## src/common/isaPkg.sv

```systemverilog
// Instruction set definitions for the 16-bit pipelined core
// Word and register types, opcodes, field positions and memory sizes
package isaPkg;

    typedef logic [15:0] word_t;      // Data or instruction word
    typedef logic [2:0]  regAddr_t;   // One of eight registers
    typedef logic [3:0]  opcode_t;    // Kept as a vector so undefined codes stay visible
    typedef logic [7:0]  imemAddr_t;  // Word address into either memory

    // Field positions inside an instruction
    localparam int OPC_LSB = 12;
    localparam int RD_LSB  = 9;       // rd, also the stored or tested register
    localparam int RS_LSB  = 6;
    localparam int RT_LSB  = 3;

    // R-type, rd = rs op rt
    localparam opcode_t OP_ADD  = 4'd0;
    localparam opcode_t OP_SUB  = 4'd1;
    localparam opcode_t OP_AND  = 4'd2;
    localparam opcode_t OP_XOR  = 4'd3;

    // Immediate forms
    localparam opcode_t OP_ADDI = 4'd4;  // rd = rs + imm6
    localparam opcode_t OP_LBI  = 4'd5;  // rd = imm9

    // Memory access at rs + imm6
    localparam opcode_t OP_LD   = 4'd6;
    localparam opcode_t OP_ST   = 4'd7;

    // Control
    localparam opcode_t OP_BEQZ = 4'd8;  // Target is pc + 1 + imm9
    localparam opcode_t OP_HALT = 4'd15;

    localparam int IMEM_DEPTH = 256;     // Words
    localparam int DMEM_DEPTH = 256;     // Words

endpackage

```

## src/common/pipePkg.sv

```systemverilog
// Pipeline control definitions
// ALU function codes, forwarding selects and the fetch run states
package pipePkg;

    typedef logic [1:0] aluOp_t;
    typedef logic [1:0] fwdSel_t;

    // Same order as the R-type opcodes
    localparam aluOp_t ALU_ADD = 2'd0;
    localparam aluOp_t ALU_SUB = 2'd1;
    localparam aluOp_t ALU_AND = 2'd2;
    localparam aluOp_t ALU_XOR = 2'd3;

    localparam fwdSel_t FWD_RF  = 2'd0;  // Value read in decode
    localparam fwdSel_t FWD_MEM = 2'd1;  // EX/MEM result
    localparam fwdSel_t FWD_WB  = 2'd2;  // MEM/WB result

    typedef enum logic [1:0] {
        FS_IDLE,                         // Instruction memory may be loaded
        FS_RUN,
        FS_STOPPED                       // Halted until reset
    } fetchState_t;

endpackage

```

## src/logic/hazardUnit.sv

```systemverilog
`timescale 1ns/100ps
// Hazard unit
// Forwarding selects for the execute operands, load-use stall
// and flush on a taken branch
module hazardUnit import isaPkg::*, pipePkg::*; (
    input  regAddr_t idRsA, idRsB,
    input  regAddr_t exRsA, exRsB,
    input  logic     exLoad,
    input  regAddr_t exRd,
    input  logic     exRegWrite,
    input  regAddr_t memRd,
    input  logic     memRegWrite,
    input  regAddr_t wbRd,
    input  logic     wbRegWrite,
    input  logic     branchTaken,
    output fwdSel_t  fwdA, fwdB,
    output logic     stall,
    output logic     flush
);

    // Youngest producer wins
    function automatic fwdSel_t pickFwd(logic memHit, logic wbHit);
        if (memHit) begin
            return FWD_MEM;
        end else if (wbHit) begin
            return FWD_WB;
        end
        return FWD_RF;
    endfunction

    assign fwdA = pickFwd(memRegWrite && memRd == exRsA, wbRegWrite && wbRd == exRsA);
    assign fwdB = pickFwd(memRegWrite && memRd == exRsB, wbRegWrite && wbRd == exRsB);

    // Load data is ready one stage too late for the next instruction
    assign stall = exLoad && exRegWrite && (exRd == idRsA || exRd == idRsB);
    assign flush = branchTaken;

endmodule

```

## config.mk

```make
export PLATFORM = sky130hd
export DESIGN_NAME = hazardUnit
export DESIGN_NICKNAME = d
export VERILOG_FILES = /design/src/common/isaPkg.sv /design/src/common/pipePkg.sv /design/src/logic/hazardUnit.sv
export SDC_FILE = /design/constraint.sdc
export NUM_CORES = 1
export LEC_CHECK = 0
export CAP_MARGIN = 10
export CORE_AREA = 2 2 39 41
export DETAILED_ROUTE_END_ITERATION = 12
export DIE_AREA = 0 0 41 43
export DONT_BUFFER_PORTS = 1
export PLACE_DENSITY = 0.3
export SLEW_MARGIN = 0
export SYNTH_ARGS = -nofsm -noshare
export SYNTH_HDL_FRONTEND = slang
export SYNTH_SLANG_ARGS = --single-unit
```

## constraint.sdc

```tcl
create_clock -name vclk -period 0.8
set_input_delay 0.04 -clock vclk [all_inputs]
set_output_delay 0.04 -clock vclk [all_outputs]
set_load 0.02 [all_outputs]
```

==> Yosys cells after proc, flatten, opt, wreduce, memory -nomap -nowiden <==
Index checks and enable logic that the tools add are counted.
W data, S select, Z words.
{ "op_classes": {"eq_ne": 6, "n_reduce_logical": 7, "n_mux": 10} }
{ "op_table": {"columns": ["operator", "count"], "rows": [
  ["$eq A3 B3 Y1", 6],
  ["$mux W2", 6],
  ["$logic_and A1 B1 Y1", 6],
  ["$mux W1", 4],
  ["$logic_or A1 B1 Y1", 1]
]} }
{ "totals": {"output_inout_bits": 6, "in_bits": 26, "ff_bits": 0, "elab_cells": 23} }

==> Longest topological paths before layout <==
{ "logic_depth": {"ltp_word": 5, "ltp_mapped": 3, "mapped_depth_nobuf": 3} }

==> Worst setup path before layout <==
Ideal clock, no wire load.
{ "synth_path": {"path_kind": "input port to output port", "start": "in exRsA[0]", "end": "out fwdA[1]", "n_path_buf": 0, "arrival_ns": 0.582, "setup_slack_ns": 0.178, "stages": 3, "required_time_ns": 0.760, "path_cell_list": "xnor2_1 > and4_4 > nor2_2"} }
{ "synth_between": {"elab_chain_len": 5, "elab_cells_between_ends": 8, "cone_classes": "eq/ne: 2; mux: 4; reduce/logical: 2"} }
{ "synth_lines": {"columns": ["element", "line", "text"], "rows": [
  ["start: declaration", "hazardUnit.sv:7", "input regAddr_t exRsA, exRsB,"],
  ["$eq A3 B3 Y1", "hazardUnit.sv:31", "assign fwdA = pickFwd(memRegWrite && memRd == exRsA, wbRegWrite && wbRd == exRsA);"],
  ["$logic_and A1 B1 Y1", "hazardUnit.sv:31", null],
  ["$mux W1", "hazardUnit.sv:25", "end else if (wbHit) begin"],
  ["$mux W1", "hazardUnit.sv:23", "if (memHit) begin"],
  ["$mux W2 (*)", "hazardUnit.sv:28", "return FWD_RF;"],
  ["end: declaration", "hazardUnit.sv:16", "output fwdSel_t fwdA, fwdB,"]
]} }
Every way passes the cells marked *; elsewhere a longest branch is shown, timed or not.

==> Worst setup path in the final report <==
Ends and elaborated chain as after synthesis.

==> out/metrics.yaml <==
vias: 202
layout_min_cycle_time_ns: 0.6388
core_um2: 1384
ioPinCount: 32
syn_inst: 29
slew_headroom_pct: 84.02
hold_end: "flush"
ir_drop_mv: 0.05824
io_buffers: 0
tns_ns: 0
clkbuf_count: 0
dr.pass1.iters: 1
cts-resized-gates: 0
ctsHoldBuffers: 0
critPathLaunch: "exRsA[0]"
drt-total-wl_um: 542
min_from: "branchTaken"
antenna_found_initial: 0
synth_nets: 55
slew_viol_final: 0
seq_area_um2: 0
grt_pass1_wl_um: 786
dieArea_um2: 1763
syn_area_um2: 235.2
dp.cells: 44
final_cells: 44
worst_slack_ns: 0.1612
fillers: 162
rows: 14
vias_per_cell: 4.591
antennaDiodeCount: 0
rsz0062_at_grt: "false"
cp.required_ns: 0.76
drtAntennaViolNets: 0
drv_cap: 0
p_leak_nw: 0.06353
area_growth_pct: 5.319
powerDensity_nw_per_um2: 505.4
period_share_pct: 79.85
fmax_ghz: 1.565
dp_slack_ns: 0.1564
drtIter0Drc: 0
critPathLaunchType: "input port"
wl_per_cell_um: 12.32
outcome: "completed"
grt_max_degree: 3
worstMarginPinSlew_ns: 0.2395
postCtsSetupBuffers: 0
holdPathStages: 0
grt_pass1_vias: 238
seq_cell_count: 0
mostFrequentLayoutCell: "xnor2_1"
globalRoute.totalOverflow: 0
dieWidth_um: 41
drc: 0
final-setup-viol-count: 0
worstPathArrival_ns: 0.60
critPathKind: "input port to output pin"
hold_violations: 0
final_cell_mix: "xnor2_1 (18), nand4_1 (4), and4_4 (2), nor2_2 (2)"
end_kind: "output pin"
grt_usage_pct: 6.094
initial_core_util_pct: 17.00
ys_types: 7
dp_hpwl_um: 545.5
place.gp.congestion: 0.5634
layout.nets: 56
crit_fanout: 2
drive_gt1_share_pct: 14.29
yosysWarnings: 0
chipHeight_um: 43
hold_path.class: "input port to output pin"
yosysSeqAreaShare_pct: 0
syn_area_per_cell_um2: 8.111
==> final cells by class <==
cell class	count	area, um^2	area share (%)
Multi-Input combinational cell	28	227.7	91.92
Tap cell	16	20.02	8.081
==> cell families after synthesis <==
family        share of synthesized area (%)
buf+inv                               3.193
simple gates                          29.78
xor+xnor                              67.02
==> metal layers <==
layer  global-route usage [%]  up-vias  routed length [um]
met5                        0        -                   0
met4                        0        0                   0
met3                   0.5236        0                 112
met2                    14.69       23                 307
met1                    4.114       83                 123
li1                         -       96                   -
==> per-stage QoR <==
| stage | area (um^2) | total power, mW | hold WS [ns] | utilization, % |
|---|---|---|---|---|
| floorplan | 235.2 | 0.1222 | 0.1926 | - |
| global placement | 247.7 | 0.1259 | 0.08043 | 17.90 |
| detailed placement | 247.7 | 0.1282 | 0.08043 | 17.90 |
| CTS | 247.7 | 0.1286 | 0.08043 | 17.90 |
| global route | 247.7 | 0.1391 | 0.08023 | 17.90 |
| finish | 247.7 | 0.1252 | 0.08024 | 17.90 |
==> critical path, stage by stage <==
cell and delay, ns:
xnor2_1 0.10, and4_4 0.22, nor2_2 0.23
==> how the worst max path moves through the flow <==
stage / endpoint / cells after the start
finish: fwdA[1] / 3
global placement: fwdA[1] / 3
detailed placement: fwdA[1] / 3
CTS: fwdA[1] / 3
global route: fwdB[1] / 3
floorplan: fwdA[1] / 3
==> Yosys cell counts <==
| master | number | area share, % |
|---|---|---|
| xnor2_1 | 18 | 67 |
| nand4_1 | 4 | 11 |
| and4_4 | 2 | 9.6 |
| nor2_2 | 2 | 5.3 |
| and2_0 | 1 | 2.7 |
| buf_4 | 1 | 3.2 |
| nand2_1 | 1 | 1.6 |
==> report_power, final <==
group          switching (mW)  total [mW]  internal (mW)
Combinational          0.0509       0.125         0.0743
Clock                       0           0              0
Sequential                  0           0              0
No activity file was read; power rests on OpenSTA's default activity.
