--- src/common/isaPkg.sv ---
// Instruction set definitions for the 16-bit pipelined core
// Word and register types, opcodes, field positions and memory sizes
package isaPkg;

    typedef logic [15:0] word_t;      // Data or instruction word
    typedef logic [2:0]  regAddr_t;   // One of eight registers
    typedef logic [3:0]  opcode_t;    // Kept as a vector so undefined codes stay visible
    typedef logic [7:0]  imemAddr_t;  // Word address into either memory

    // Field positions inside an instruction
    localparam int OPC_LSB = 12;
    localparam int RD_LSB  = 9;       // rd, also the stored or tested register
    localparam int RS_LSB  = 6;
    localparam int RT_LSB  = 3;

    // R-type, rd = rs op rt
    localparam opcode_t OP_ADD  = 4'd0;
    localparam opcode_t OP_SUB  = 4'd1;
    localparam opcode_t OP_AND  = 4'd2;
    localparam opcode_t OP_XOR  = 4'd3;

    // Immediate forms
    localparam opcode_t OP_ADDI = 4'd4;  // rd = rs + imm6
    localparam opcode_t OP_LBI  = 4'd5;  // rd = imm9

    // Memory access at rs + imm6
    localparam opcode_t OP_LD   = 4'd6;
    localparam opcode_t OP_ST   = 4'd7;

    // Control
    localparam opcode_t OP_BEQZ = 4'd8;  // Target is pc + 1 + imm9
    localparam opcode_t OP_HALT = 4'd15;

    localparam int IMEM_DEPTH = 256;     // Words
    localparam int DMEM_DEPTH = 256;     // Words

endpackage

--- src/logic/memStage.sv ---
`timescale 1ns/100ps
// Memory stage
// Data memory, load or ALU result select, the MEM/WB register
// and the sticky halted and err flags
module memStage import isaPkg::*; (
    input  logic     clk,
    input  logic     rst,
    input  logic     memValid,
    input  word_t    memResult,
    input  word_t    memStoreData,
    input  regAddr_t memRd,
    input  logic     memRegWrite, memLoad, memStore,
    input  logic     memHalt, memIllegal,
    output logic     wbValid,
    output regAddr_t wbReg,
    output word_t    wbData,
    output logic     halted,
    output logic     err
);

    word_t     dmem [DMEM_DEPTH];
    imemAddr_t addr;

    assign addr = memResult[7:0];

    always_ff @(posedge clk) begin
        if (memValid && memStore && !halted) begin  // Nothing past a halt lands in memory
            dmem[addr] <= memStoreData;
        end
    end

    always_ff @(posedge clk) begin
        if (rst) begin
            wbValid <= 1'b0;
            halted  <= 1'b0;
            err     <= 1'b0;
        end else begin
            wbValid <= memValid && memRegWrite && !halted;
            halted  <= halted || (memValid && (memHalt || memIllegal));
            err     <= err || (memValid && memIllegal && !halted);
        end
    end

    always_ff @(posedge clk) begin
        wbReg  <= memRd;
        wbData <= memLoad ? dmem[addr] : memResult;
    end

endmodule

--- config.mk ---
export PLATFORM = sky130hd
export DESIGN_NAME = memStage
export DESIGN_NICKNAME = d
export VERILOG_FILES = /design/src/common/isaPkg.sv /design/src/logic/memStage.sv
export SDC_FILE = /design/constraint.sdc
export NUM_CORES = 2
export LEC_CHECK = 0
export ABC_AREA = 0
export BUFFER_PORTS_ARGS = -buffer_cell sky130_fd_sc_hd__buf_4
export CELL_PAD_IN_SITES_DETAIL_PLACEMENT = 0
export CELL_PAD_IN_SITES_GLOBAL_PLACEMENT = 1
export CORE_MARGIN = 2
export CORE_UTILIZATION = 60
export CTS_CLUSTER_DIAMETER = 150
export CTS_CLUSTER_SIZE = 10
export DETAILED_ROUTE_END_ITERATION = 7
export PLACE_DENSITY_LB_ADDON = 0.1
export SETUP_SLACK_MARGIN = 0.1
export SLEW_MARGIN = 0
export SYNTH_ARGS = -nofsm -noshare
export SYNTH_HDL_FRONTEND = slang
export SYNTH_SLANG_ARGS = --single-unit
--- constraint.sdc ---
create_clock -name clk -period 4.7 [get_ports clk]
set_input_delay 0.235 -clock clk [delete_from_list [all_inputs] [get_ports clk]]
set_output_delay 0.235 -clock clk [all_outputs]
set_load 0.01 [all_outputs]
Yosys cells after proc, flatten, opt, wreduce, memory -nomap -nowiden
Memories as Yosys holds them, arrays and structs flattened.
Cells that the tools add are included.
Widths: inputs -> output; s select.
Operators by class
  muxes and demuxes: 3
  reduce and logical (&&, ||, !) cells: 11
Operator list (number)
  $mux 16: 1
  $logic_and 1x1->1: 7
  $logic_or 1x1->1: 3
  $mux 1: 2
  $logic_not 1->1: 1
Storage, ports and cells
  memories: 1
  output and inout port bits: 22
  register bits: 22
  word-level logic and storage cells: 20
  bits of input ports: 43
  bits in writable memories: 4096
Memory list
  dmem: depth 256, bits a word 16, rd ports 1, clocked after Yosys merged registers in 0, wr ports 1, RTL line memStage.sv:21  | word_t dmem [DMEM_DEPTH];

Logic depth before layout (Yosys ltp)
  word-level depth: 4
  gate-level depth with buffers: 13
  mapped depth without buffers: 7

Worst setup path after synthesis
No wires, ideal clock.
  kind: input to register
  from: input port memResult[1]
  to: memory dmem[53][0] (netlist name), enable pin
  data required time: 4312 ps
  setup time: 388 ps
  stages on the path: 11
  path buffers: 8
  path slack: 1550 ps
  arrival time: 2761 ps
  cell sequence: buf_6 -> buf_6 -> buf_6 -> buf_4 -> buf_2 -> buf_2 -> buf_2 -> nor3_1 -> nand2_1 -> buf_2 -> nor2_1
RTL lines
  start: declaration: RTL line memStage.sv:9  | input word_t memResult,
  end: declaration: RTL line memStage.sv:21
Straight into the memory's write port.

Worst setup path in the final report
  from: input port memResult[7]
  to: register wbData[4]
Between the ends
  longest elaborated chain between the ends: 2
RTL lines
  $mem_v2 256x16
  $mux 16: RTL line memStage.sv:46  | wbData <= memLoad ? dmem[addr] : memResult;
  end signal: assignment: RTL line memStage.sv:46
  end: declaration: RTL line memStage.sv:16  | output word_t wbData,
Every way passes these cells.
A chain may end at the register's enable or synchronous reset.

==> impl_metrics.toml <==
[floorplanning]
die_h_um = 517
ioPinCount = 65
core-area_mm2 = 0.262
start_util_pct = 60.2
dieArea_mm2 = 0.267
die_x_um = 517
num_rows = 188

[place]
place_congestion = 0.958
placed_area_mm2 = 0.166
hpwl_um = 288000
io_buffers = 64
place_inst = 11000

[cells_and_area]
area_delta_synth_final_pct = 12.9
n_fill_cell = 16500
nNetsFinal = 7990
drive_above_1_share_pct = 26.5
final-seq-area_mm2 = 0.123
finalInstanceArea_mm2 = 0.178
stdcell_count = 11600
multi_input_area_mm2 = 0.0322
finish.utilization_pct = 68.0

[logic_synthesis]
async_flop_share_pct = 0
synth_seq_cells = 4118
synth_top_cells_by_area = "edfxtp_1, mux4_2, mux2i_1, nor2_1, o22ai_1"
synth_cells = 7250
synth_edf_count = 4096
yosysWarnings = 0
synth_top_area_share_pct = 77.9
synth_top_cell_by_area = "edfxtp_1"
synth_cell_types = 74
seq_area_frac_synth_pct = 78.2
synth-main-ff-cell = "edfxtp_1"
syn_area_per_cell_um2 = 21.8
syn_nets = 7293
synth_common_cells = "edfxtp_1, mux4_2, nor2_1"
post-synth-top-count-cell = "edfxtp_1"
netlist_area_mm2 = 0.158

[clock_tree]
insertion_delay_ns = 0.98
cts_tree = "yes"
cts_setup_buffers = 0
clk_pin_slew_ns = 0.05
cts_sinks = 4118
htreeDepth = 5
cts-root-buf = "clkbuf_16"
cts_resized = 0
hold_buffers = 40
clockBufferDepth = 4
cts_buffers = 449

[run]
drv_cap = 0

[setup_path]
crit_chain = "dlygate4sd3_1 -> buf_4 -> and2_1 -> nand2_1 -> buf_4 -> nor4_1 -> nor3_1 -> o211ai_1 -> nor4_1 -> o2bb2ai_1 -> dlygate4sd3_1"
timing.rr.end = "dmem[194][15]$_DFFE_PP_"
reg2reg_from = "halted$_SDFF_PP0_"
cp_num_cells = 11
worst-setup-path-type = "primary input to register"
crit_family = "simple AND/OR/NAND/NOR gates"
crit_end = "wbData[4]$_DFF_P_"
max_stage_delay_ns = 0.87
required_ns = 5.61
cp_max_fo = 31
crit_start = "memResult[7]"
reg2regPathDepth = 7
slowest_stage = "and2_1"
path_buf_inv = 4
reg2reg_setup_slack_ns = 1.31
endpoint_kind = "register"
arrival_ns = 5.01
start_kind = "primary input"

[timing]
rsz0062_at_grt = "no"
relSlewSlack_pct = 18.0
period_share_pct = 87.3
worst_pin_slew_ns = 1.23
fmax_ghz = 0.244
slew_violations = 0
finalSetupViolCount = 0
finalHoldViolCount = 16
fin_crit_ns = 4.10
hold_slack_ns = -0.0175
skew_ns = 0.0576

[pwr]
p_leak_nw = 56.3
powerDensity_mw_per_mm2 = 422
peakVddDrop_uv = 405
p_total_w = 0.0751

[run_status]
outcome = "finished, violations left"
violations = "hold timing"

[drt]
drt-pass1-iter-count = 8
routedWlPerCell_um = 40.4
drt_iter0_drc = 13900
vias = 82600
wirelength_um = 470000
postRouteAntennaNets = 0
vias_per_cell = 7.09
drc = 0

[global_routing]
grt_start_max_net_pins = 165
grt.total_usage_pct = 35.5
gr-total-overflow = 0
antenna_found_initial = 32
grt_pass1_vias = 79900
grt_pass1_wl_um = 645000

[worst_hold_path]
hold_class = "primary input to register"
whs_path_depth = 1
==> placed cells by master, fill, tap and decap left out, drive strengths merged, types with 52 or more instances in the layout <==
cell	n
nor2	359
o21ai	59
nand3	52
a22oi	113
buf	612
clkbuf	607
mux4	903
o22ai	188
edfxtp	4096
a21oi	102
mux2i	275
nand2	208
==> where the power goes <==
group          total, W  internal (W)  leakage [nW]  switching [W]
clock network    0.0307        0.0173          5.89         0.0134
registers        0.0405        0.0404          37.0      0.0000660
logic           0.00395       0.00128          13.5        0.00267
==> final cells by class <==
class	instances	share of cell area, %
Timing Repair Buffer	668	3.36
Clock buffer	591	6.65
Multi-Input combinational cell	2705	18.0
Clock inverter	22	0.179
Antenna cell	16	0.0225
Inverter	5	0.0119
Sequential cell	4118	69.3
Tap cell	3515	2.47
==> state kept, by name (all words and copies together), names as in the netlist <==
register  count
dmem       4096
wbValid       1
err           1
wbData       16
wbReg         3
halted        1
==> per-layer routing <==
metal | up-vias | global-route usage [%] | routed length (um)
met3 | 1010 | 9.19 | 60500
met4 | 18 | 17.4 | 26800
met5 | - | 0.433 | 234
met2 | 5911 | 52.0 | 212000
li1 | 31900 | - | -
met1 | 43800 | 50.4 | 170000
==> worst min path at each step <==
| stage | slack (ns) | endpoint | from |
|---|---|---|---|
| floorplan | 0.26 | wbReg[0]$_DFF_P_ | memRd[0] |
| global placement | 0.34 | wbReg[0]$_DFF_P_ | memRd[0] |
| detailed placement | 0.34 | wbReg[0]$_DFF_P_ | memRd[0] |
| CTS | 0.01 | wbData[2]$_DFF_P_ | memResult[2] |
| global route | 0.06 | dmem[31][11]$_DFFE_PP_ | memStoreData[11] |
| finish | -0.02 | dmem[58][11]$_DFFE_PP_ | memStoreData[11] |
==> worst reg2reg max path, delay by kind of cell (launching register included) <==
| kind | cells | cell delay [ns] |
|---|---|---|
| AND/OR/NAND/NOR | 5 | 1.91 |
| flip-flops | 1 | 0.32 |
| buffers and inverters | 2 | 0.80 |
==> kinds of logic after synthesis <==
kind of cell,count (synthesis),share of synthesized area (%)
flip-flops,4118,78.2
multiplexers,1221,14.9
buffers and inverters,427,1.60
AND/OR/NAND/NOR,801,2.28
AO/OA/AOI/OAI,683,2.97
==> metrics by stage <==
step | worst slack (ns) | TNS [ns]
floorplan | 1.55 | 0
global placement | -0.330 | -0.425
detailed placement | 0.406 | 0
CTS | 0.780 | 0
global route | 0.717 | 0
finish | 0.598 | 0
Power figures use the tool's default switching activity.
