File: src/common/isaPkg.sv
// Instruction set definitions for the 16-bit pipelined core
// Word and register types, opcodes, field positions and memory sizes
package isaPkg;

    typedef logic [15:0] word_t;      // Data or instruction word
    typedef logic [2:0]  regAddr_t;   // One of eight registers
    typedef logic [3:0]  opcode_t;    // Kept as a vector so undefined codes stay visible
    typedef logic [7:0]  imemAddr_t;  // Word address into either memory

    // Field positions inside an instruction
    localparam int OPC_LSB = 12;
    localparam int RD_LSB  = 9;       // rd, also the stored or tested register
    localparam int RS_LSB  = 6;
    localparam int RT_LSB  = 3;

    // R-type, rd = rs op rt
    localparam opcode_t OP_ADD  = 4'd0;
    localparam opcode_t OP_SUB  = 4'd1;
    localparam opcode_t OP_AND  = 4'd2;
    localparam opcode_t OP_XOR  = 4'd3;

    // Immediate forms
    localparam opcode_t OP_ADDI = 4'd4;  // rd = rs + imm6
    localparam opcode_t OP_LBI  = 4'd5;  // rd = imm9

    // Memory access at rs + imm6
    localparam opcode_t OP_LD   = 4'd6;
    localparam opcode_t OP_ST   = 4'd7;

    // Control
    localparam opcode_t OP_BEQZ = 4'd8;  // Target is pc + 1 + imm9
    localparam opcode_t OP_HALT = 4'd15;

    localparam int IMEM_DEPTH = 256;     // Words
    localparam int DMEM_DEPTH = 256;     // Words

endpackage

File: src/common/pipePkg.sv
// Pipeline control definitions
// ALU function codes, forwarding selects and the fetch run states
package pipePkg;

    typedef logic [1:0] aluOp_t;
    typedef logic [1:0] fwdSel_t;

    // Same order as the R-type opcodes
    localparam aluOp_t ALU_ADD = 2'd0;
    localparam aluOp_t ALU_SUB = 2'd1;
    localparam aluOp_t ALU_AND = 2'd2;
    localparam aluOp_t ALU_XOR = 2'd3;

    localparam fwdSel_t FWD_RF  = 2'd0;  // Value read in decode
    localparam fwdSel_t FWD_MEM = 2'd1;  // EX/MEM result
    localparam fwdSel_t FWD_WB  = 2'd2;  // MEM/WB result

    typedef enum logic [1:0] {
        FS_IDLE,                         // Instruction memory may be loaded
        FS_RUN,
        FS_STOPPED                       // Halted until reset
    } fetchState_t;

endpackage

File: src/logic/execute.sv
`timescale 1ns/100ps
// Execute stage
// Operand forwarding, ALU, BEQZ resolution and the EX/MEM register
module execute import isaPkg::*, pipePkg::*; (
    input  logic     clk,
    input  logic     rst,
    input  logic     exValid,
    input  aluOp_t   exAluOp,
    input  logic     exUseImm,
    input  word_t    exImm, exPc,
    input  word_t    exA, exB,
    input  regAddr_t exRd,
    input  logic     exRegWrite, exLoad, exStore,
    input  logic     exBranch, exHalt, exIllegal,
    input  fwdSel_t  fwdA, fwdB,
    input  word_t    wbResult,
    output logic     branchTaken,
    output word_t    branchTarget,
    output logic     memValid,
    output word_t    memResult,
    output word_t    memStoreData,
    output regAddr_t memRd,
    output logic     memRegWrite, memLoad, memStore,
    output logic     memHalt, memIllegal
);

    word_t srcA, srcB, opA, opB, result;

    function automatic word_t pickSrc(fwdSel_t sel, word_t rf, word_t memVal, word_t wbVal);
        case (sel)
            FWD_MEM: return memVal;
            FWD_WB:  return wbVal;
            default: return rf;
        endcase
    endfunction

    assign srcA = pickSrc(fwdA, exA, memResult, wbResult);
    assign srcB = pickSrc(fwdB, exB, memResult, wbResult);  // Also ST data and BEQZ test
    assign opA  = (exUseImm && exAluOp == ALU_AND) ? '1 : srcA;  // LBI
    assign opB  = exUseImm ? exImm : srcB;

    always_comb begin
        case (exAluOp)
            ALU_SUB: result = opA - opB;
            ALU_AND: result = opA & opB;
            ALU_XOR: result = opA ^ opB;
            default: result = opA + opB;                   // ADD, ADDI, LD/ST address
        endcase
    end

    assign branchTaken  = exValid && exBranch && srcB == '0;
    assign branchTarget = exPc + 16'd1 + exImm;

    // EX/MEM control
    always_ff @(posedge clk) begin
        if (rst) begin
            memValid    <= 1'b0;
            memRegWrite <= 1'b0;
            memLoad     <= 1'b0;
            memStore    <= 1'b0;
            memHalt     <= 1'b0;
            memIllegal  <= 1'b0;
        end else begin
            memValid    <= exValid;
            memRegWrite <= exRegWrite;
            memLoad     <= exLoad;
            memStore    <= exStore;
            memHalt     <= exHalt;
            memIllegal  <= exIllegal;
        end
    end

    always_ff @(posedge clk) begin
        memResult    <= result;
        memStoreData <= srcB;
        memRd        <= exRd;
    end

endmodule

File: config.mk
export PLATFORM = sky130hd
export DESIGN_NAME = execute
export DESIGN_NICKNAME = d
export VERILOG_FILES = /design/src/common/isaPkg.sv /design/src/common/pipePkg.sv /design/src/logic/execute.sv
export SDC_FILE = /design/constraint.sdc
export NUM_CORES = 1
export LEC_CHECK = 0
export BUFFER_PORTS_ARGS = -buffer_cell sky130_fd_sc_hd__buf_2
export CORE_ASPECT_RATIO = 0.9
export CORE_UTILIZATION = 45
export CTS_BUF_LIST = sky130_fd_sc_hd__clkbuf_16
export CTS_CLUSTER_SIZE = 16
export DETAILED_ROUTE_END_ITERATION = 16
export GPL_ROUTABILITY_DRIVEN = 0
export PLACE_DENSITY_LB_ADDON = 0.15
export SKIP_LAST_GASP = 1
export SLEW_MARGIN = 20
export SYNTH_ARGS = -nofsm -noshare
export SYNTH_HDL_FRONTEND = slang
export SYNTH_SLANG_ARGS = --single-unit
File: constraint.sdc
create_clock -name clk -period 4.1 [get_ports clk]
set_clock_uncertainty 0.1 [all_clocks]
set_input_delay 0.41 -clock clk [delete_from_list [all_inputs] [get_ports clk]]
set_output_delay 0.41 -clock clk [all_outputs]
set_load 0.05 [all_outputs]
[After elaboration in Yosys (flattened, before gate mapping)]
Cells that the tools add are included.
Storage, ports and cells
  bits in registers: 41
  latch bits: 0
  bits in writable memories: 0
  ROM bits: 0
  input bits: 99
  output and inout port bits: 58
  logic and storage cells: 31
  memories: 0
Operators by class
  add/sub/neg operators: 4
  $mul: 0
  divide/modulo/power cells: 0
  order comparisons: 0
  equal/unequal tests: 7
  shift operators: 0
  mux-type cells: 5
  bitwise logic cells: 2
  reductions and logical operators: 4
Operators by type and width (number)
  $pmux W16 S2: 2
  $pmux W16 S3: 1
  $add A16 B16 Y16: 2
  $mux W16: 2
  $add A16 B1 Y16 const B: 1
  $and A16 B16 Y16: 1
  $logic_not A16 Y1: 1
  $sub A16 B16 Y16: 1
  $xor A16 B16 Y16: 1
  $eq A2 B2 Y1 const B: 4
  $eq A2 B1 Y1 const B: 3
  $logic_and A1 B1 Y1: 3

[Depth between registers and ports, before layout]
  depth in word-level cells: 5
  gate-level depth with buffers: 22

[Least setup slack after synthesis]
Ideal clock, no wire load.
  path kind: in2out
  start: in fwdB[0]
  end: out branchTaken
  arrival time: 3.662 ns
  data required time: 3.590 ns
  setup slack: -0.072 ns
  cell stages on the path: 12
  path buffers: 4
  cell sequence: inv_1 -> ha_1 -> buf_4 -> buf_4 -> buf_2 -> buf_4 -> nand2_1 -> o21ai_1 -> nor4_1 -> nand4b_1 -> or4_1 -> nor4_1
Between the ends
  word-level cells in the longest chain between the ends: 4
  elaborated cells between the ends (all ways): 5
RTL lines
  start, declared: line execute.sv:15  | input fwdSel_t fwdA, fwdB,
  $eq A2 B2 Y1 or $eq A2 B1 Y1 (tied branches): line execute.sv:30  | case (sel)
  $pmux W16 S2 (*): line execute.sv:30
  via srcB[10]: line execute.sv:27  | word_t srcA, srcB, opA, opB, result;
  $logic_not A16 Y1 (*): line execute.sv:51  | assign branchTaken = exValid && exBranch && srcB == '0;
  $logic_and A1 B1 Y1 (*): line execute.sv:51
  end, declared: line execute.sv:17  | output logic branchTaken,
The timed path passes the listed nets; every way through them passes the cells marked *.

[Worst setup path after layout]
  start: in fwdB[0]
  end: reg memResult[14]
Between the ends
  word-level cells in the longest chain between the ends: 5
  elaborated cells between the ends (all ways): 9
RTL lines
  $eq A2 B2 Y1 or $eq A2 B1 Y1 (tied branches): line execute.sv:30
  $pmux W16 S2 (*): line execute.sv:30
  via srcB[4]: line execute.sv:27
  $mux W16 (*): line execute.sv:40  | assign opB = exUseImm ? exImm : srcB;
  $add A16 B16 Y16 or $sub A16 B16 Y16 (tied branches): line execute.sv:47, execute.sv:44
  $pmux W16 S3 (*): line execute.sv:43  | case (exAluOp)
  via result[14]: line execute.sv:27
  end signal, assigned: line execute.sv:74  | memResult <= result;
  end, declared: line execute.sv:20  | output word_t memResult,
Marks and branches as above.
A chain may end at the register's enable or synchronous reset.

==> results.ini <==
[finish]
fill_cells=838
multi_input_area_um2=3160
layout.nets=868
seq_area_um2=821
drive_gt1_share_pct=33.9
post-route-util_pct=62.0
synthToLayoutAreaGrowth_pct=34.4
diodes=0

[yosys]
ys_seq_area_share_pct=19.6
syn_avg_cell_area_um2=8.09
synth.top_cell.area_share_pct=19.6
ys_seq_elements=41
yosys_warnings=0
synth_edf_count=0
synthFlopType=dfxtp_1
postSynth.asyncResetShare_pct=0
synthCells=518
yosysTopAreaCell=dfxtp_1
yosysUniqueCellTypes=54
netlist_area_um2=4190
syn_nets=674
ys_top_cells_by_area=dfxtp_1 20%, ha_1 16%, xnor2_1 5.0%, a22oi_1 4.5%, nand2_1 4.0%

[power]
power.density_nw_per_um2=468
leakage_uw=0.00279
total_power_uw=2640
irDropWorstVdd_v=0.000200

[setup_path]
startpoint_type=primary input
reg2regPathDepth=12
worstPathRequired_ns=4.18
r2r_slack_ns=0.61
end_kind=flop
path_class=primary input to flop
arrival_ns=3.92
r2r-start=memResult[4]
cp_max_fo=11
crit-reg2reg-capture=memResult[14]

[floorplanning]
boundaryPins=157
coreArea_um2=9080
initial_utilization_pct=46.1
chipHeight_um=93.5
die_w_um=104
num_rows=33
dieArea_um2=9700

[worst_hold_path]
min_path_cells=1
hp-class=primary input to flop
hold_path_end=memRd[0]
min_from=exRd[0]

[sta]
slew_viol_final=0
finalHoldViolCount=0
slew_headroom_pct=65.2
rsz0062_at_grt=true
fin_crit_sh_pct=93.9
tightest_slew_ns=0.517
setup-violations-final=0
fmax_ghz=0.260
min_period_ns=3.85
hold_slack_ns=0.116

[route]
drc=0
viasPerCell=5.46
wl_per_cell_um=16.0
first_iter_violations=395
vias=4561
wl_um=13300
drtPass1Iterations=5
ant_nets=0

[global_routing]
grt_pass1_vias=4248
grt_start_max_net_pins=28
grt_antenna_before_repair=0
track_usage_pct=27.3
grt_pass1_wl_um=21100
grt.overflow.total=0

[placed_design]
place_hpwl_um=11000
port_buffers=156

[clocking]
htree_num_levels=2
clkTransAtPathRegs_ns=0.07
numCtsBuffers=5
cts_tree=done
clk_path_buf_depth=2
cts_root_buf=clkbuf_16
clkLatencyLatePin_ns=0.30
clock-sinks=41

[outcome]
status=finished, final reports clean

[run]
maxCapViolCount=0

Yosys cell counts (4+ instances only):
cell type  instances
o211ai_1          20
o21ai_0           31
and3_1             5
nor2b_1           15
o31ai_1            9
buf_6              4
a211oi_1           6
nor2_1            38
nand2b_1          18
ha_1              55
nor3_1             8
mux2_2             6
buf_1              4
dfxtp_1           41
xnor2_1           24
mux2i_1           16
xor2_1            14
a21o_1             4
or3_1              4
clkbuf_1          11
a21oi_1           27
o21a_1             7
inv_1             27
a221oi_1           5
nand2_1           45
buf_4              4
a22oi_1           25
report_power, final:
group          switching [µW]  internal (µW)
logic                     983            562
registers                74.1            487
clock network             179            351
total                    1240           1400
layer usage:
metal	GRT usage [%]	part of all wire [%]	vias up
met5	0	0	-
met4	7.62	2.0	0
met3	3.41	6.6	25
met2	44.9	44	202
met1	37.5	47	2076
li1	-	-	2258
registers in the layout, indices dropped and copies added, names as in the netlist:
| signal | cells |
|---|---|
| memValid | 1 |
| memRegWrite | 1 |
| memHalt | 1 |
| memResult | 16 |
| memStoreData | 16 |
| memIllegal | 1 |
| memStore | 1 |
| memRd | 3 |
| memLoad | 1 |
worst max-delay path by stage:
stage                     startpoint             to  cells past startpoint
after floorplan              fwdB[0]  memResult[14]                     20
after global placement       fwdB[0]  memResult[15]                     20
after detailed placement     fwdB[0]  memResult[15]                     20
after CTS                    fwdB[0]  memResult[15]                     18
after global routing         fwdB[0]  memResult[14]                     17
final                        fwdB[0]  memResult[14]                     17
layout by cell type, fill, tap and decap left out, drive strengths merged, types with 2 or more instances in the layout:
master	instances
a31oi	3
a22oi	26
a221oi	6
fa	2
a311oi	2
mux2	6
bufinv	2
o211ai	21
or2	2
xor2	14
xnor2	24
o31a	3
a21o	4
nor3b	2
a211oi	6
o31ai	9
o21a	7
nor2	38
dfxtp	41
a21boi	2
buf	212
ha	55
mux2i	17
nand2b	18
nand3	2
o21ai	34
nor2b	15
nor4	3
and2	3
inv	28
nand2	45
clkbuf	5
a22o	2
a21oi	27
and3	5
nor3	8
or3	5
timing repair:
action | CTS | global route
resized for setup | 0 | 9
endpoints found under the setup margin | 0 | 4
buffers inserted | 0 | 1
hold buffers | 0 | 0
cell families after synthesis:
kind of cell / synth area share (%)
AO/OA/AOI/OAI: 26.4
AND/OR/NAND/NOR: 17.1
adder cells (fa/ha/maj): 17.4
buffers and inverters: 5.79
flip-flops: 19.6
XOR/XNOR: 7.95
multiplexers: 5.76
critical path: stages:
cell and delay, ns:
buf_2 0.12, inv_1 0.06, ha_2 0.29, buf_4 0.18, buf_4 0.14, nand2_1 0.09
o21ai_0 0.16, mux2_2 0.34, o31ai_1 0.30, xor2_1 0.33, ha_2 0.34, a21o_1 0.18
a31oi_1 0.20, o21ai_1 0.16, a211o_1 0.30, a211oi_1 0.23, a311oi_1 0.08
per-stage QoR:
stage          worst slack (ns)   TNS, ns  area, µm²  instances
3_5_place_dp            -0.0824    -0.172       5400        826
6_report                  0.251         0       5630        835
2_1_floorplan             0.117         0       4200        518
3_3_place_gp           -0.00485  -0.00485       5400        826
5_1_grt                 -0.0142   -0.0142       5630        835
4_1_cts                   0.149         0       5590        834
layout make-up:
class / instances / area share, %
Inverter: 27 / 1.80
Tap cell: 122 / 2.71
Sequential cell: 41 / 14.6
Multi-Input combinational cell: 425 / 56.1
Clock buffer: 5 / 2.22
Clock inverter: 3 / 1.22
Timing Repair Buffer: 212 / 21.3
Note: power is estimated with default switching activity, not from simulation.
