[src/common/isaPkg.sv]
// Instruction set definitions for the 16-bit pipelined core
// Word and register types, opcodes, field positions and memory sizes
package isaPkg;

    typedef logic [15:0] word_t;      // Data or instruction word
    typedef logic [2:0]  regAddr_t;   // One of eight registers
    typedef logic [3:0]  opcode_t;    // Kept as a vector so undefined codes stay visible
    typedef logic [7:0]  imemAddr_t;  // Word address into either memory

    // Field positions inside an instruction
    localparam int OPC_LSB = 12;
    localparam int RD_LSB  = 9;       // rd, also the stored or tested register
    localparam int RS_LSB  = 6;
    localparam int RT_LSB  = 3;

    // R-type, rd = rs op rt
    localparam opcode_t OP_ADD  = 4'd0;
    localparam opcode_t OP_SUB  = 4'd1;
    localparam opcode_t OP_AND  = 4'd2;
    localparam opcode_t OP_XOR  = 4'd3;

    // Immediate forms
    localparam opcode_t OP_ADDI = 4'd4;  // rd = rs + imm6
    localparam opcode_t OP_LBI  = 4'd5;  // rd = imm9

    // Memory access at rs + imm6
    localparam opcode_t OP_LD   = 4'd6;
    localparam opcode_t OP_ST   = 4'd7;

    // Control
    localparam opcode_t OP_BEQZ = 4'd8;  // Target is pc + 1 + imm9
    localparam opcode_t OP_HALT = 4'd15;

    localparam int IMEM_DEPTH = 256;     // Words
    localparam int DMEM_DEPTH = 256;     // Words

endpackage

[src/common/pipePkg.sv]
// Pipeline control definitions
// ALU function codes, forwarding selects and the fetch run states
package pipePkg;

    typedef logic [1:0] aluOp_t;
    typedef logic [1:0] fwdSel_t;

    // Same order as the R-type opcodes
    localparam aluOp_t ALU_ADD = 2'd0;
    localparam aluOp_t ALU_SUB = 2'd1;
    localparam aluOp_t ALU_AND = 2'd2;
    localparam aluOp_t ALU_XOR = 2'd3;

    localparam fwdSel_t FWD_RF  = 2'd0;  // Value read in decode
    localparam fwdSel_t FWD_MEM = 2'd1;  // EX/MEM result
    localparam fwdSel_t FWD_WB  = 2'd2;  // MEM/WB result

    typedef enum logic [1:0] {
        FS_IDLE,                         // Instruction memory may be loaded
        FS_RUN,
        FS_STOPPED                       // Halted until reset
    } fetchState_t;

endpackage

[src/logic/fetch.sv]
`timescale 1ns/100ps
// Fetch stage
// Instruction memory with an idle-time write port, the PC,
// the run state machine and the IF/ID register
module fetch import isaPkg::*, pipePkg::*; (
    input  logic      clk,
    input  logic      rst,
    input  logic      start,
    input  logic      imemWr,
    input  imemAddr_t imemAddr,
    input  word_t     imemData,
    input  logic      stall,
    input  logic      branchTaken,
    input  word_t     branchTarget,
    input  logic      halted,
    output word_t     ifInstr,
    output word_t     ifPc,
    output logic      ifValid
);

    word_t       imem [IMEM_DEPTH];
    word_t       pc;
    fetchState_t state;

    always_ff @(posedge clk) begin
        if (imemWr && state == FS_IDLE) begin  // Program load only while idle
            imem[imemAddr] <= imemData;
        end
    end

    always_ff @(posedge clk) begin
        if (rst) begin
            state <= FS_IDLE;
        end else begin
            case (state)
                FS_IDLE: begin
                    if (start) begin
                        state <= FS_RUN;
                    end
                end
                FS_RUN: begin
                    if (halted) begin
                        state <= FS_STOPPED;
                    end
                end
                default: begin
                    state <= FS_STOPPED;       // Stays here until reset
                end
            endcase
        end
    end

    // PC and IF/ID valid
    always_ff @(posedge clk) begin
        if (rst) begin
            pc      <= '0;
            ifValid <= 1'b0;
        end else if (state != FS_RUN || halted) begin
            ifValid <= 1'b0;
        end else if (branchTaken) begin
            pc      <= branchTarget;         // Redirect and squash wrong path
            ifValid <= 1'b0;
        end else if (!stall) begin
            pc      <= pc + 16'd1;
            ifValid <= 1'b1;
        end
    end

    always_ff @(posedge clk) begin
        if (!stall) begin                    // Load-use hold
            ifInstr <= imem[pc[7:0]];
            ifPc    <= pc;
        end
    end

endmodule

[config.mk]
export PLATFORM = sky130hd
export DESIGN_NAME = fetch
export DESIGN_NICKNAME = d
export VERILOG_FILES = /design/src/common/isaPkg.sv /design/src/common/pipePkg.sv /design/src/logic/fetch.sv
export SDC_FILE = /design/constraint.sdc
export NUM_CORES = 2
export LEC_CHECK = 0
export BUFFER_PORTS_ARGS = -buffer_cell sky130_fd_sc_hd__buf_2
export CORE_MARGIN = 2
export CORE_UTILIZATION = 63
export DETAILED_ROUTE_END_ITERATION = 10
export PLACE_DENSITY = 0.77
export SYNTH_ARGS = -nofsm -noshare
export SYNTH_HDL_FRONTEND = slang
export SYNTH_SLANG_ARGS = --single-unit
[constraint.sdc]
create_clock -name clk -period 3.57 [get_ports clk]
set_input_delay 0 -clock clk [delete_from_list [all_inputs] [get_ports clk]]
set_output_delay 0 -clock clk [all_outputs]
set_load 0.01 [all_outputs]
=== Yosys cells after proc, flatten, opt, wreduce, memory -nomap -nowiden ===
Memories as Yosys holds them, arrays and structs flattened. A register that Yosys moved wholly into a read port is not among the register bits.
Index checks and enable logic that the tools add are counted.

* Register bits: 35
* Bits in latches: 0
* Input bits: 47
* Memories kept: 1
* Memory bits (writable): 4096
* Output and inout port bits: 33
* Word-level logic and storage cells: 26
* ROM bits: 0

* Div/mod/pow operators: 0
* $lt $le $gt $ge: 0
* Bitwise operators: 1
* Shift-type cells: 0
* Reduce and logical (&&, ||, !) cells: 7
* $add $sub $neg: 1
* Eq/ne operators: 5
* Multiply operators: 0
* Mux-type cells: 7

{| class="wikitable"
|+ Memories
! memory !! depth !! width !! rd ports !! clocked after memory_dff !! wr ports !! line !! text
|-
| imem || 256 || 16 || 1 || 1 || 1 || fetch.sv:21 || <nowiki>word_t imem [IMEM_DEPTH];</nowiki>
|}

{| class="wikitable"
|+ Operators with widths
! kind !! number
|-
| two-way mux 16 bit || 2
|-
| adder 16 x 1 -> 16 bit (second input constant) || 1
|-
| two-way mux 2 bit || 2
|-
| inequality test 2 x 1 -> 1 bit (second input constant) || 2
|-
| inequality test 2 bit (second input constant) || 2
|-
| case mux 2 bit (2 select lines) || 1
|-
| AND reduction 2 bit || 2
|-
| OR reduction 3 bit || 1
|-
| equality test 2 x 1 -> 1 bit (second input constant) || 1
|-
| zero test 2 bit || 1
|-
| two-way mux 1 bit || 2
|-
| logical AND 1 bit || 1
|-
| zero test 1 bit || 1
|-
| logical OR 1 bit || 1
|-
| inverter 1 bit || 1
|}

=== Longest topological paths before layout ===
* Depth in word-level cells: 4
* Depth in mapped cells: 14
* Mapped depth without buffers: 7

=== Worst setup path before layout ===
Ideal clock, no wire load.

* Path type: register to register
* Start: register pc[0]
* End: register ifInstr[13], read port of imem, data pin
* Data required time: 3.293 ns
* Path slack: 0.735 ns
* Clock period less this slack: 2.835 ns
* Setup time: 0.277 ns
* Path buffers: 4
* Cell stages (with the launch flop): 11
* Data arrival time: 2.558 ns
* Cell sequence: dfxtp_1 -> buf_6 -> buf_12 -> buf_8 -> buf_2 -> mux4_2 -> mux4_2 -> inv_1 -> o21ai_0 -> a221oi_1 -> o221ai_1

{| class="wikitable"
|+ RTL lines
! what !! line !! text
|-
| start, declared || fetch.sv:22 || <nowiki>word_t pc;</nowiki>
|-
| start signal, assigned || fetch.sv:61 || <nowiki>pc <= branchTarget;</nowiki>
|-
| start signal, assigned || fetch.sv:64 || <nowiki>pc <= pc + 16'd1;</nowiki>
|-
| end, declared || fetch.sv:16 || <nowiki>output word_t ifInstr,</nowiki>
|}

=== Worst setup path in the final report ===
* Start: register pc[0]
* End: register pc[9]

* Word-level cells in the longest chain between the ends: 3

{| class="wikitable"
|+ RTL lines
! what !! line !! text
|-
| adder 16 x 1 -> 16 bit || fetch.sv:64 ||
|-
| two-way mux 16 bit || fetch.sv:63 || <nowiki>end else if (!stall) begin</nowiki>
|-
| two-way mux 16 bit || fetch.sv:60 || <nowiki>end else if (branchTaken) begin</nowiki>
|}

Every way passes these cells. The select of a mux whose other input is x is not followed.
A chain may end at the register's enable or synchronous reset.

==> impl_metrics.toml <==
[outcome]
status = "finished, violations left"
violations = "setup timing"

[drt]
dr.pass1.iters = 9
drt-total-wl_um = 481000
post-route-drc-count = 0
wl_per_cell_um = 41.1
vias = 86600
vias_per_cell = 7.40
first_iter_violations = 17100
final_antenna_net_count = 0

[flow_run]
maxCapViolations = 0

[floorplan]
ioPinCount = 80
initial_core_util_pct = 63.4
dieHeight_um = 508
die-area_mm2 = 0.258
dieWidth_um = 508
rows = 184
core_mm2 = 0.252

[logic_synthesis]
synthFlopType = "edfxtp_1"
yosys.area.top_type = "edfxtp_1"
syn-num-nets = 7146
postSynthAreaPerCell_um2 = 22.5
synthTopCellsByArea = "edfxtp_1 78%, mux4_2 15%, mux2i_1 1.6%, nor2_1 0.82%, clkbuf_1 0.43%"
synthDistinctLibCells = 63
synthCells = 7098
ys_seq_area_share_pct = 77.8
ys_seq_elements = 4147
syn_area_mm2 = 0.160
async_reset_ff_share_pct = 0
yosysTopAreaCellShare_pct = 77.6
synth_edf_count = 4128
ys_warn_count = 0

[finish]
regArea_mm2 = 0.124
drive_gt1_share_pct = 31.7
final_common_cell = "edfxtp_1"
final_cell_mix = "4128 x edfxtp_1, 1044 x mux4_2, 621 x buf_4"
area_growth_pct = 15.1
multi_input_area_mm2 = 0.0335
postLayoutCellArea_mm2 = 0.184
fin_nets = 8048
num-fill-cells = 13000

[sta]
slew_headroom_pct = 4.39
fmax_mhz = 271
slew_viol_final = 0
fin_crit_sh_pct = 103
setup_violations = 11
worstMarginPinSlew_ns = 1.43
hold_viol = 0
skew_ns = 0.0724
fin_crit_ns = 3.69
whs_ns = 0.190
fin_ws_ns = -0.121
rsz0062_at_grt = "true"

[power_and_ir_drop]
swShare_pct = 21.2
seq_power_share_pct = 52.7
p_sw_mw = 21.6
powerDensity_mw_per_mm2 = 553
leakage_nw = 57.1
internal_power_mw = 80.2
ir_worst_vdd_mv = 0.576
combPwrFrac_pct = 4.8
clock_power_share_pct = 42.5

[clock_network]
cts.path.max_buffers = 4
path_clk_slew_ns = 0.07
cts_tree = "built"
clock_latency_ns = 1.00
htreeDepth = 5
clock-root-buffer = "clkbuf_16"
cts_sinks = 4147
cts_buffers = 409

[critical_path]
start_kind = "register"
critPathArrivalTime_ns = 4.63
path_delay_family = "buffers and inverters"
path_buf_inv = 6
crit_required_ns = 4.50
critPathKind = "reg -> reg"
endpoint_kind = "register"
cpPeakStageDelay_ns = 0.64
critPathMaxFanout = 27
path_cells = "buf_12, clkbuf_16, buf_6, buf_12, nand4_1, or2_4, nor4_1, a21oi_1, dlygate4sd3_1, nor2_1, dlygate4sd3_1, a21oi_1, nor2_1"
worst_path_max_delay_cell = "dlygate4sd3_1"

[grt]
grt_pass1_vias = 85800
grt_use_total_pct = 37.2
antenna_found_initial = 50
grt_pass1_wl_um = 661000
grt-ovfl-total = 0
grt_max_degree = 151

[placement]
placed_cell_area_mm2 = 0.169
hpwl_um = 260000
place_congestion = 0.896
io_buffers = 79

[hold_path]
hp-class = "in -> reg"
metrics by stage:
step | instances | util, % | total power, mW | worst slack (ns) | setup TNS, ns
after floorplan | 7098 | - | 56.8 | 0.735 | 0
after global placement | 10800 | 67.1 | 59.0 | -0.347 | -1.48
after detailed placement | 10800 | 67.1 | 59.1 | -0.268 | -1.45
after CTS | 11700 | 72.8 | 101 | -0.0497 | -0.0497
after global routing | 11700 | 73.0 | 104 | -0.131 | -0.307
final | 11700 | 73.1 | 102 | -0.121 | -0.518
layout make-up:
cell class | count | area share, %
Antenna cell | 33 | 0.0449
Multi-Input combinational cell | 2515 | 18.2
Inverter | 11 | 0.0292
Timing Repair Buffer | 916 | 4.70
Clock buffer | 486 | 5.78
Tap cell | 3348 | 2.28
Sequential cell | 4147 | 67.6
Clock inverter | 252 | 1.38
layer usage:
metal / up-vias / GRT usage [%] / share of wire (%) / wire length (µm)
met5: - / 0 / 0.093 / 446
met4: 46 / 21.2 / 6.9 / 33000
met3: 1855 / 12.5 / 16 / 76100
met2: 8798 / 55.8 / 46 / 221000
met1: 43900 / 48.3 / 31 / 150000
li1: 32000 / - / - / -
power by group through the flow:
stage,combinational [mW],clock [mW],sequential (mW)
after floorplan,2.14,0,54.7
after global placement,4.26,0,54.7
after detailed placement,4.38,0,54.7
after CTS,4.59,43.1,53.7
after global routing,4.90,44.9,53.7
final,4.84,43.3,53.7
registers in the layout (all words and copies together) (netlist names):
register	count
state	2
imem	4096
ifValid	1
ifInstr	16
ifPc	16
pc	16
cell families (layout without fill, tap and decap cells):
group                      count (synthesis)  in the layout  share of synthesized area, %
other                                      0             33                             0
adders and majority gates                  1              1                       0.00783
and+or+nand+nor                          620            620                          1.64
DFF                                     4147           4147                          77.8
buffers and inverters                    436           1665                          1.64
muxes                                   1315           1315                          16.4
AOI/OAI and AO/OA                        579            579                          2.49
synthesized netlist by cell type (4+ instances only):
| cell | n |
|---|---|
| nand3_1 | 41 |
| buf_2 | 88 |
| a211oi_1 | 35 |
| o21a_1 | 4 |
| dfxtp_1 | 19 |
| buf_4 | 36 |
| nor2_1 | 349 |
| mux2_2 | 12 |
| edfxtp_1 | 4128 |
| a221o_1 | 5 |
| buf_1 | 35 |
| mux2i_1 | 259 |
| a2111oi_0 | 12 |
| nor3_1 | 20 |
| nand4_1 | 13 |
| nand2b_1 | 7 |
| a21o_1 | 8 |
| a311oi_1 | 5 |
| a21oi_1 | 132 |
| clkbuf_1 | 183 |
| a222oi_1 | 5 |
| a31oi_1 | 10 |
| a22o_1 | 16 |
| a221oi_1 | 72 |
| buf_8 | 21 |
| and3_1 | 8 |
| inv_1 | 9 |
| mux4_2 | 1044 |
| o22ai_1 | 30 |
| or3_1 | 5 |
| nand2_1 | 130 |
| o21ai_1 | 5 |
| nor2b_1 | 16 |
| and2_1 | 16 |
| o211ai_1 | 18 |
| o21ai_0 | 91 |
| a22oi_1 | 64 |
| buf_6 | 58 |
| buf_12 | 4 |
| o221ai_1 | 37 |
final timing paths:
path	startpoint	endpoint	cells after the start	slack (ns)
worst max-delay path	pc[0]$_SDFFE_PP0P_	pc[9]$_SDFFE_PP0P_	13	-0.12
worst min-delay path	imemData[11]	imem[154][11]$_DFFE_PP_	2	0.19
worst max register to register	pc[0]$_SDFFE_PP0P_	pc[9]$_SDFFE_PP0P_	13	-0.12
worst min register to register	pc[14]$_SDFFE_PP0P_	ifPc[14]$_DFFE_PN_	0	0.51
what timing repair did:
item,CTS,global route
setup buffers,3,17
hold buffers,91,0
pin swaps,2,6
gates cloned,1,5
gates resized for setup,33,52
endpoints found under the setup margin,13,24
hold endpoints to repair,2980,0
(Power assumes the default switching activity.)
